===== config.mk =====
export PLATFORM = sky130hd
export DESIGN_NAME = quad_bram_ctrl
export DESIGN_NICKNAME = d
export VERILOG_FILES = /design/src/rtl/cnn_quad_pkg.sv /design/src/rtl/ce_dispatch.sv /design/src/rtl/job_ctrl.sv /design/src/rtl/pfb_feed.sv /design/src/rtl/quad_bram_ctrl.sv /design/src/rtl/seq_reader.sv
export SDC_FILE = /design/constraint.sdc
export NUM_CORES = 1
export LEC_CHECK = 0
export BUFFER_PORTS_ARGS = -buffer_cell sky130_fd_sc_hd__buf_2
export CAP_MARGIN = 10
export CORE_ASPECT_RATIO = 1.2
export CORE_MARGIN = 2
export CORE_UTILIZATION = 58
export DETAILED_ROUTE_END_ITERATION = 10
export GPL_TIMING_DRIVEN = 0
export HOLD_SLACK_MARGIN = 0.02
export PLACE_DENSITY = 0.85
export SYNTH_ARGS = -nofsm -noshare
export SYNTH_HDL_FRONTEND = slang
export SYNTH_SLANG_ARGS = --single-unit

===== constraint.sdc =====
create_clock -name clk -period 5.4 [get_ports clk]
set_input_delay 1.08 -clock clk [delete_from_list [all_inputs] [get_ports clk]]
set_output_delay 1.08 -clock clk [all_outputs]
set_load 0.02 [all_outputs]

===== src/rtl/cnn_quad_pkg.sv =====
package cnn_quad_pkg;

    ////////////////////////////////////////
    // Widths
    ////////////////////////////////////////

    // Row and column counts, sized for a 1024-deep BRAM
    localparam int DIM_W      = 10;
    // Prefetch-buffer entry count
    localparam int PFB_CNT_W  = 10;
    // Sequence BRAM address and data count
    localparam int SEQ_ADDR_W = 12;
    // Per-pixel cycle counter
    localparam int CYC_W      = 3;

    // Last cycle-counter value, six reads per output pixel
    localparam logic [CYC_W-1:0] CYCLE_COUNT = 3'd5;

    ////////////////////////////////////////
    // Job FSM states
    ////////////////////////////////////////

    // One-hot
    typedef enum logic [5:0] {
        ST_IDLE          = 6'b000001,
        ST_PRIME         = 6'b000010,
        ST_WAIT_FETCH    = 6'b000100,
        ST_ACTIVE        = 6'b001000,
        ST_WAIT_FLUSH    = 6'b010000,
        ST_SEND_COMPLETE = 6'b100000
    } job_state_t;

endpackage


===== src/rtl/ce_dispatch.sv =====
module ce_dispatch #(
    parameter int NUM_CE       = 8,
    parameter int SEQ_READ_LAT = 3
) (
    input  logic              clk,
    input  logic              rst,
    input  logic              seq_rden,
    input  logic              kernel_end,
    output logic [NUM_CE-1:0] ce_execute,
    output logic [NUM_CE-1:0] next_kernel
);

    // Read strobe one cycle short of the BRAM latency
    logic                    exec_in;
    // Per element {execute, next kernel}
    logic [NUM_CE-1:0][1:0]  stage;

    generate
        if (SEQ_READ_LAT > 1) begin : g_lat
            logic [SEQ_READ_LAT-2:0] rden_dly;

            always_ff @(posedge clk) begin
                if (rst) begin
                    rden_dly <= '0;
                end else begin
                    rden_dly[0] <= seq_rden;
                    for (int i = 1; i < SEQ_READ_LAT - 1; i++) begin
                        rden_dly[i] <= rden_dly[i-1];
                    end
                end
            end

            assign exec_in = rden_dly[SEQ_READ_LAT-2];
        end else begin : g_no_lat
            // Single-cycle BRAM, first stage is the whole delay
            assign exec_in = seq_rden;
        end
    endgenerate

    // Both strobes ripple one element per cycle
    always_ff @(posedge clk) begin
        if (rst) begin
            stage <= '0;
        end else begin
            stage[0] <= {exec_in, kernel_end};
            for (int i = 1; i < NUM_CE; i++) begin
                stage[i] <= stage[i-1];
            end
        end
    end

    always_comb begin
        for (int i = 0; i < NUM_CE; i++) begin
            ce_execute[i]  = stage[i][1];
            next_kernel[i] = stage[i][0];
        end
    end

endmodule


===== src/rtl/job_ctrl.sv =====
module job_ctrl (
    input  logic                           clk,
    input  logic                           rst,
    input  logic                           job_start,
    input  logic                           job_fetch_ack,
    input  logic                           job_fetch_complete,
    input  logic                           job_complete_ack,
    input  logic                           pipeline_flushed,
    input  logic                           pfb_empty,
    input  logic                           primed,
    input  logic [cnn_quad_pkg::DIM_W-1:0] input_row,
    input  logic [cnn_quad_pkg::DIM_W-1:0] num_input_rows,
    input  logic                           row_done,
    input  logic                           last_row,
    output logic                           job_accept,
    output logic                           job_fetch_request,
    output logic                           job_complete,
    output logic                           prime_en,
    output logic                           run,
    output logic                           row_restart,
    output cnn_quad_pkg::job_state_t       state
);
    import cnn_quad_pkg::*;

    // State to resume once a fetch completes
    job_state_t return_state;
    // More input rows still to come from the fetcher
    logic       need_fetch;

    // One extra bit so num_input_rows + 1 cannot wrap
    assign need_fetch = ({1'b0, input_row} < ({1'b0, num_input_rows} + 1'b1));

    // Buffer reads run while priming and while executing
    assign prime_en = (state == ST_PRIME) || (state == ST_ACTIVE);
    // Sequence reads only while executing
    assign run      = (state == ST_ACTIVE);

    ////////////////////////////////////////
    // Job FSM
    ////////////////////////////////////////

    always_ff @(posedge clk) begin
        if (rst) begin
            state             <= ST_IDLE;
            return_state      <= ST_PRIME;
            job_accept        <= 1'b0;
            job_fetch_request <= 1'b0;
            job_complete      <= 1'b0;
            row_restart       <= 1'b0;
        end else begin
            // Pulses default low
            job_accept  <= 1'b0;
            row_restart <= 1'b0;
            unique case (state)
                ST_IDLE: begin
                    if (job_start) begin
                        job_accept <= 1'b1;
                        state      <= ST_PRIME;
                    end
                end
                ST_PRIME: begin
                    // Enough rows loaded, start the first output row
                    if (primed) begin
                        row_restart <= 1'b1;
                        state       <= ST_ACTIVE;
                    end else if (pfb_empty) begin
                        // Buffer drained before priming done
                        return_state      <= ST_PRIME;
                        job_fetch_request <= 1'b1;
                        state             <= ST_WAIT_FETCH;
                    end
                end
                ST_WAIT_FETCH: begin
                    // Request held until the fetcher takes it
                    if (job_fetch_ack || job_fetch_complete) begin
                        job_fetch_request <= 1'b0;
                    end
                    if (job_fetch_complete) begin
                        state <= return_state;
                    end
                end
                ST_ACTIVE: begin
                    if (row_done) begin
                        if (last_row) begin
                            state <= ST_WAIT_FLUSH;
                        end else begin
                            // Rearm sequence reads for the next row
                            row_restart <= 1'b1;
                            if (need_fetch) begin
                                return_state      <= ST_ACTIVE;
                                job_fetch_request <= 1'b1;
                                state             <= ST_WAIT_FETCH;
                            end
                        end
                    end
                end
                ST_WAIT_FLUSH: begin
                    // Compute chain drains before completion
                    if (pipeline_flushed) begin
                        job_complete <= 1'b1;
                        state        <= ST_SEND_COMPLETE;
                    end
                end
                ST_SEND_COMPLETE: begin
                    // Complete held until acknowledged
                    if (job_complete_ack) begin
                        job_complete <= 1'b0;
                        state        <= ST_IDLE;
                    end
                end
                default: begin
                    state <= ST_IDLE;
                end
            endcase
        end
    end

endmodule


===== src/rtl/pfb_feed.sv =====
module pfb_feed #(
    parameter int PRIME_ROWS = 4
) (
    input  logic                               clk,
    input  logic                               rst,
    input  logic                               prime_en,
    input  logic                               job_fetch_ack,
    input  logic                               job_fetch_complete,
    input  logic                               job_complete_ack,
    input  logic [cnn_quad_pkg::PFB_CNT_W-1:0] pfb_full_count,
    input  logic [cnn_quad_pkg::DIM_W-1:0]     num_input_cols,
    output logic                               pfb_rden,
    output logic                               pfb_empty,
    output logic                               primed,
    output logic [cnn_quad_pkg::DIM_W-1:0]     input_row,
    output logic [cnn_quad_pkg::DIM_W-1:0]     input_col
);
    import cnn_quad_pkg::*;

    // Entries left in the prefetch buffer
    logic [PFB_CNT_W-1:0] pfb_count;
    // Between fetch ack and fetch complete
    logic                 fetch_in_progress;

    assign pfb_empty = (pfb_count == '0);
    // One read per entry while enabled
    assign pfb_rden  = prime_en && !pfb_empty;
    assign primed    = (input_row >= DIM_W'(PRIME_ROWS));

    ////////////////////////////////////////
    // Fetch tracking and entry count
    ////////////////////////////////////////

    always_ff @(posedge clk) begin
        if (rst || job_complete_ack) begin
            fetch_in_progress <= 1'b0;
            pfb_count         <= '0;
        end else begin
            if (job_fetch_complete) begin
                fetch_in_progress <= 1'b0;
            end else if (job_fetch_ack) begin
                fetch_in_progress <= 1'b1;
            end
            // Buffer is full once the fetcher reports completion
            if (job_fetch_complete && fetch_in_progress) begin
                pfb_count <= pfb_full_count;
            end else if (pfb_rden) begin
                pfb_count <= pfb_count - 1'b1;
            end
        end
    end

    ////////////////////////////////////////
    // Input row and column position
    ////////////////////////////////////////

    always_ff @(posedge clk) begin
        if (rst || job_complete_ack) begin
            input_row <= '0;
            input_col <= '0;
        end else if (pfb_rden) begin
            // Last column wraps into the next row
            if (input_col == num_input_cols) begin
                input_col <= '0;
                input_row <= input_row + 1'b1;
            end else begin
                input_col <= input_col + 1'b1;
            end
        end
    end

endmodule


===== src/rtl/quad_bram_ctrl.sv =====
module quad_bram_ctrl #(
    parameter int NUM_CE       = 8,
    parameter int SEQ_READ_LAT = 3,
    parameter int PRIME_ROWS   = 4
) (
    input  logic                                clk,
    input  logic                                rst,
    // Job dimensions, last index of each
    input  logic [cnn_quad_pkg::DIM_W-1:0]      num_input_cols,
    input  logic [cnn_quad_pkg::DIM_W-1:0]      num_input_rows,
    input  logic [cnn_quad_pkg::DIM_W-1:0]      num_output_cols,
    input  logic [cnn_quad_pkg::DIM_W-1:0]      num_output_rows,
    input  logic [cnn_quad_pkg::PFB_CNT_W-1:0]  pfb_full_count,
    input  logic [cnn_quad_pkg::SEQ_ADDR_W-1:0] seq_full_count,
    // Job handshakes
    input  logic                                job_start,
    output logic                                job_accept,
    output logic                                job_fetch_request,
    input  logic                                job_fetch_ack,
    input  logic                                job_fetch_complete,
    output logic                                job_complete,
    input  logic                                job_complete_ack,
    input  logic                                pipeline_flushed,
    input  logic                                last_kernel,
    // Buffer and BRAM reads
    output logic                                pfb_rden,
    output logic [cnn_quad_pkg::DIM_W-1:0]      input_row,
    output logic [cnn_quad_pkg::DIM_W-1:0]      input_col,
    output logic                                seq_rden,
    output logic [cnn_quad_pkg::SEQ_ADDR_W-1:0] seq_addr,
    // Compute element strobes
    output logic [NUM_CE-1:0]                   ce_execute,
    output logic [NUM_CE-1:0]                   next_kernel,
    output cnn_quad_pkg::job_state_t            state
);

    // FSM to buffer feed
    logic prime_en;
    logic pfb_empty;
    logic primed;
    // FSM to sequence reader
    logic run;
    logic row_restart;
    logic row_done;
    logic last_row;
    // Sequence reader to dispatch
    logic kernel_end;

    job_ctrl u_job_ctrl (
        .clk                (clk),
        .rst                (rst),
        .job_start          (job_start),
        .job_fetch_ack      (job_fetch_ack),
        .job_fetch_complete (job_fetch_complete),
        .job_complete_ack   (job_complete_ack),
        .pipeline_flushed   (pipeline_flushed),
        .pfb_empty          (pfb_empty),
        .primed             (primed),
        .input_row          (input_row),
        .num_input_rows     (num_input_rows),
        .row_done           (row_done),
        .last_row           (last_row),
        .job_accept         (job_accept),
        .job_fetch_request  (job_fetch_request),
        .job_complete       (job_complete),
        .prime_en           (prime_en),
        .run                (run),
        .row_restart        (row_restart),
        .state              (state)
    );

    pfb_feed #(
        .PRIME_ROWS (PRIME_ROWS)
    ) u_pfb_feed (
        .clk                (clk),
        .rst                (rst),
        .prime_en           (prime_en),
        .job_fetch_ack      (job_fetch_ack),
        .job_fetch_complete (job_fetch_complete),
        .job_complete_ack   (job_complete_ack),
        .pfb_full_count     (pfb_full_count),
        .num_input_cols     (num_input_cols),
        .pfb_rden           (pfb_rden),
        .pfb_empty          (pfb_empty),
        .primed             (primed),
        .input_row          (input_row),
        .input_col          (input_col)
    );

    seq_reader u_seq_reader (
        .clk              (clk),
        .rst              (rst),
        .run              (run),
        .row_restart      (row_restart),
        .job_complete_ack (job_complete_ack),
        .seq_full_count   (seq_full_count),
        .num_output_cols  (num_output_cols),
        .num_output_rows  (num_output_rows),
        .last_kernel      (last_kernel),
        .seq_rden         (seq_rden),
        .seq_addr         (seq_addr),
        .kernel_end       (kernel_end),
        .row_done         (row_done),
        .last_row         (last_row)
    );

    ce_dispatch #(
        .NUM_CE       (NUM_CE),
        .SEQ_READ_LAT (SEQ_READ_LAT)
    ) u_ce_dispatch (
        .clk         (clk),
        .rst         (rst),
        .seq_rden    (seq_rden),
        .kernel_end  (kernel_end),
        .ce_execute  (ce_execute),
        .next_kernel (next_kernel)
    );

endmodule


===== src/rtl/seq_reader.sv =====
module seq_reader (
    input  logic                                clk,
    input  logic                                rst,
    input  logic                                run,
    input  logic                                row_restart,
    input  logic                                job_complete_ack,
    input  logic [cnn_quad_pkg::SEQ_ADDR_W-1:0] seq_full_count,
    input  logic [cnn_quad_pkg::DIM_W-1:0]      num_output_cols,
    input  logic [cnn_quad_pkg::DIM_W-1:0]      num_output_rows,
    input  logic                                last_kernel,
    output logic                                seq_rden,
    output logic [cnn_quad_pkg::SEQ_ADDR_W-1:0] seq_addr,
    output logic                                kernel_end,
    output logic                                row_done,
    output logic                                last_row
);
    import cnn_quad_pkg::*;

    // Sequence words still to read in this row
    logic [SEQ_ADDR_W-1:0] data_count;
    // Read cycle within the current output pixel
    logic [CYC_W-1:0]      cycle_counter;
    logic [DIM_W-1:0]      output_row;
    logic [DIM_W-1:0]      output_col;
    // Last read of a pixel
    logic                  pix_wrap;
    logic                  col_last;

    // No read during the reload cycle
    assign seq_rden = run && !row_restart && (data_count != '0);

    assign pix_wrap   = seq_rden && (cycle_counter == CYCLE_COUNT);
    assign col_last   = (output_col == num_output_cols);
    assign kernel_end = pix_wrap && col_last;
    assign row_done   = kernel_end && last_kernel;
    assign last_row   = (output_row == num_output_rows);

    ////////////////////////////////////////
    // Address and data count
    ////////////////////////////////////////

    always_ff @(posedge clk) begin
        if (rst || job_complete_ack) begin
            seq_addr   <= '0;
            data_count <= '0;
        end else if (row_restart) begin
            // Each output row replays the sequence from word 0
            seq_addr   <= '0;
            data_count <= seq_full_count;
        end else if (seq_rden) begin
            seq_addr   <= seq_addr + 1'b1;
            data_count <= data_count - 1'b1;
        end
    end

    // Steps once per read and wraps after CYCLE_COUNT
    always_ff @(posedge clk) begin
        if (rst || job_complete_ack) begin
            cycle_counter <= '0;
        end else if (pix_wrap) begin
            cycle_counter <= '0;
        end else if (seq_rden) begin
            cycle_counter <= cycle_counter + 1'b1;
        end
    end

    ////////////////////////////////////////
    // Output position
    ////////////////////////////////////////

    always_ff @(posedge clk) begin
        if (rst || job_complete_ack) begin
            output_row <= '0;
            output_col <= '0;
        end else if (pix_wrap) begin
            if (col_last) begin
                output_col <= '0;
                // Row advances only after the final kernel pass
                if (last_kernel) begin
                    output_row <= output_row + 1'b1;
                end
            end else begin
                output_col <= output_col + 1'b1;
            end
        end
    end

endmodule

==> flow_metrics.tcl <==
set metrics [dict create \
    drt_wl_total_mm 13.8 \
    h-tree-depth 3 \
    slew_headroom_pct 53.2 \
    rsz0062_at_grt "false" \
    cts_sinks 108 \
    grt_use_met2_pct 47.7 \
    p_per_area_mw_per_mm2 256 \
    grt.total_usage_pct 26.4 \
    grt_first_pass_wirelength_mm 22.5 \
    hold_viol_final 0 \
    first_global_vias 5089 \
    syn-cell-area_mm2 0.00558 \
    synth_commonest_cells "dfxtp_1, nor2_1, xor2_1" \
    synth_top_area_share_pct 38.7 \
    post-route-min-period_ns 3.52 \
    nets 877 \
    yosysWarnings 0 \
    io_buffers 128 \
    path_cells "inv_1 -> ha_1 -> or4b_1 -> or3_1 -> nand2_1 -> inv_2 -> buf_2" \
    cts_tree "done" \
    numCtsBuffers 9 \
    path_clk_slew_ns 0.07 \
    timing.final.max_slew_violations 0 \
    drc 0 \
    finClkSkew_ns 0.00669 \
    required_ns 4.32 \
    grt_busiest_layer "met2" \
    die_h_um 111 \
    ys_seq_elements 108 \
    yosys.area.top_type "dfxtp_1" \
    r2r_cells 7 \
    syn2layout_area_growth_pct 19.4 \
    power.leakage_nw 2.79 \
    io_pins 129 \
    ys_types 52 \
    final-setup-viol-count 0 \
    yosysSeqAreaShare_pct 38.7 \
    path_max_fanout 10 \
    dr.pass1.iters 4 \
    drive_above_1_share_pct 20.5 \
    viasPerCell 5.67 \
    r2r-end "u_seq_reader.output_row[6]" \
    timing.reg2reg.setup_slack_ns 2.92 \
    grt_use_met3_pct 4.26 \
    synth_nets 738 \
    ctsHoldBuffers 0 \
    cts_setup_buffers 0 \
    synth_top_flop_cell "dfxtp_1" \
    dp_hpwl_mm 10.5 \
    die-area_mm2 0.0104 \
    antenna_found_initial 0 \
    yosysMostFrequentCell "dfxtp_1" \
    ir_drop_uv 156 \
    slowest_delay_ns 0.55 \
    drtAntennaViolNets 0 \
    met1_usage_pct 28.9 \
    coreArea_mm2 0.00947 \
    outcome "finished, final reports clean" \
    cp-start-kind "register" \
    start_util_pct 59.0 \
    drtIter0Drc 215 \
    yosys-top-cells-area "dfxtp_1, xor2_1, xnor2_1, nor2_1, ha_1" \
    crit_path_top_delay_cell "or4b_1" \
    finalSetupTns_ns 0 \
    antenna_cells 0 \
    min_to "u_ce_dispatch.ce_execute[0]" \
    num_vias 5181 \
    max_freq_mhz 284 \
    clkLatencyLatePin_ns 0.35 \
    multi_input_area_mm2 0.00328 \
    min_path_type "reg2reg" \
    p_total_mw 1.70 \
    end_kind "output pin" \
    cts_resized 0 \
    timing.rr.start "u_job_ctrl.state[3]" \
    grt.overflow.total 0 \
    gp_congestion 0.875 \
    holdPathStages 1 \
    drv_cap 0 \
    worstMarginPinSlew_ns 0.700 \
    num_rows 39 \
    cts.path.max_buffers 2 \
    async_flop_share_pct 0 \
    hold_start "u_ce_dispatch.g_lat.rden_dly[1]" \
    crit_type "reg2out" \
    finalCritPeriodShare_pct 65.1 \
    synth_edf_count 0 \
    die_x_um 93.6 \
    cp.arrival_ns 2.44 \
    grt_max_degree 18 \
    fin_cells 913 \
    wl_per_cell_um 15.1 \
    nFillCells 755 \
    regArea_mm2 0.00216 \
    synth.avg_cell_area_um2 8.63 \
    clockRootBuffer "clkbuf_16" \
    netlist_instances 647 \
    place_inst 898 \
]
## cells in the final DEF, fill, tap and decap left out, types with 10 or more instances in the layout
cell type	count
inv_1	14
and3_1	18
buf_2	131
ha_1	21
nand3_1	27
mux2i_1	10
clkbuf_1	15
nand4_1	30
nand2_1	48
xnor2_1	40
xor2_1	59
nor2b_1	17
or3_1	10
nor3_1	17
o21ai_0	20
nor2_1	84
a21oi_1	30
dfxtp_1	108
## cells by family after synthesis
group	Yosys count	share of synthesized area, %
multiplexers	10	1.79
XOR/XNOR	99	15.5
AO/OA/AOI/OAI	79	8.47
adder cells (fa/ha/maj)	21	4.71
AND/OR/NAND/NOR	296	28.3
flip-flops	108	38.7
buffers and inverters	34	2.42
## per-layer routing
layer,share of wire [%],wire length [um],up-vias
met4,2.8,380,0
met3,5.8,800,35
met5,0,0,-
met1,39,5350,2450
li1,-,-,2539
met2,53,7250,157
## per-stage QoR
| stage | setup slack, ns | util, % | hold WS (ns) | area [um2] |
|---|---|---|---|---|
| global route | 1.77 | 70.4 | 0.472 | 6660 |
| finish | 1.88 | 70.4 | 0.454 | 6660 |
| floorplan | 2.35 | - | 0.414 | 5580 |
| detailed placement | 1.99 | 67.4 | 0.446 | 6380 |
| global placement | 2.02 | 67.4 | 0.431 | 6380 |
| CTS | 1.88 | 70.4 | 0.458 | 6660 |
## area by class of cell
cell class,count,share of cell area (%)
plain buffers,19,1.18
clock buffers,9,3.38
clock inverters,6,0.939
inverters,15,0.845
multi-input cells,505,49.3
flip-flops and latches,108,32.4
well taps,123,2.31
repair buffers,128,9.61
## registers in the layout, summed over array words and instances, names as in the netlist, 8 cells and up
name and flops:
u_pfb_feed.input_col 10, u_seq_reader.seq_addr 12, u_seq_reader.output_col 10, u_ce_dispatch.ce_execute 8, u_pfb_feed.input_row 10, u_pfb_feed.pfb_count 10
u_seq_reader.data_count 12, u_seq_reader.output_row 10, u_ce_dispatch.next_kernel 8
## where the power goes
part           internal [mW]  switching (mW)
Sequential             0.812          0.0167
Combinational         0.0907           0.131
Clock                  0.358           0.296
Total                   1.26           0.443
## worst max path at each step
stage,start,endpoint,slack (ns),depth (start not counted)
global route,u_pfb_feed.pfb_count[0],pfb_rden,1.77,7
detailed placement,num_input_rows[0],u_job_ctrl.state[2],1.99,13
floorplan,num_input_rows[0],u_job_ctrl.state[2],2.35,12
global placement,num_input_rows[0],u_job_ctrl.state[2],2.02,13
CTS,u_pfb_feed.pfb_count[0],pfb_rden,1.88,7
finish,u_pfb_feed.pfb_count[0],pfb_rden,1.88,7
## critical path, delay by kind of cell, from the launching register on
| kind | cells | cell delay (ns) |
|---|---|---|
| adders and majority gates | 1 | 0.19 |
| buffers and inverters | 3 | 0.38 |
| DFF | 1 | 0.34 |
| and+or+nand+nor | 3 | 1.18 |
Power figures use the tool's default switching activity.
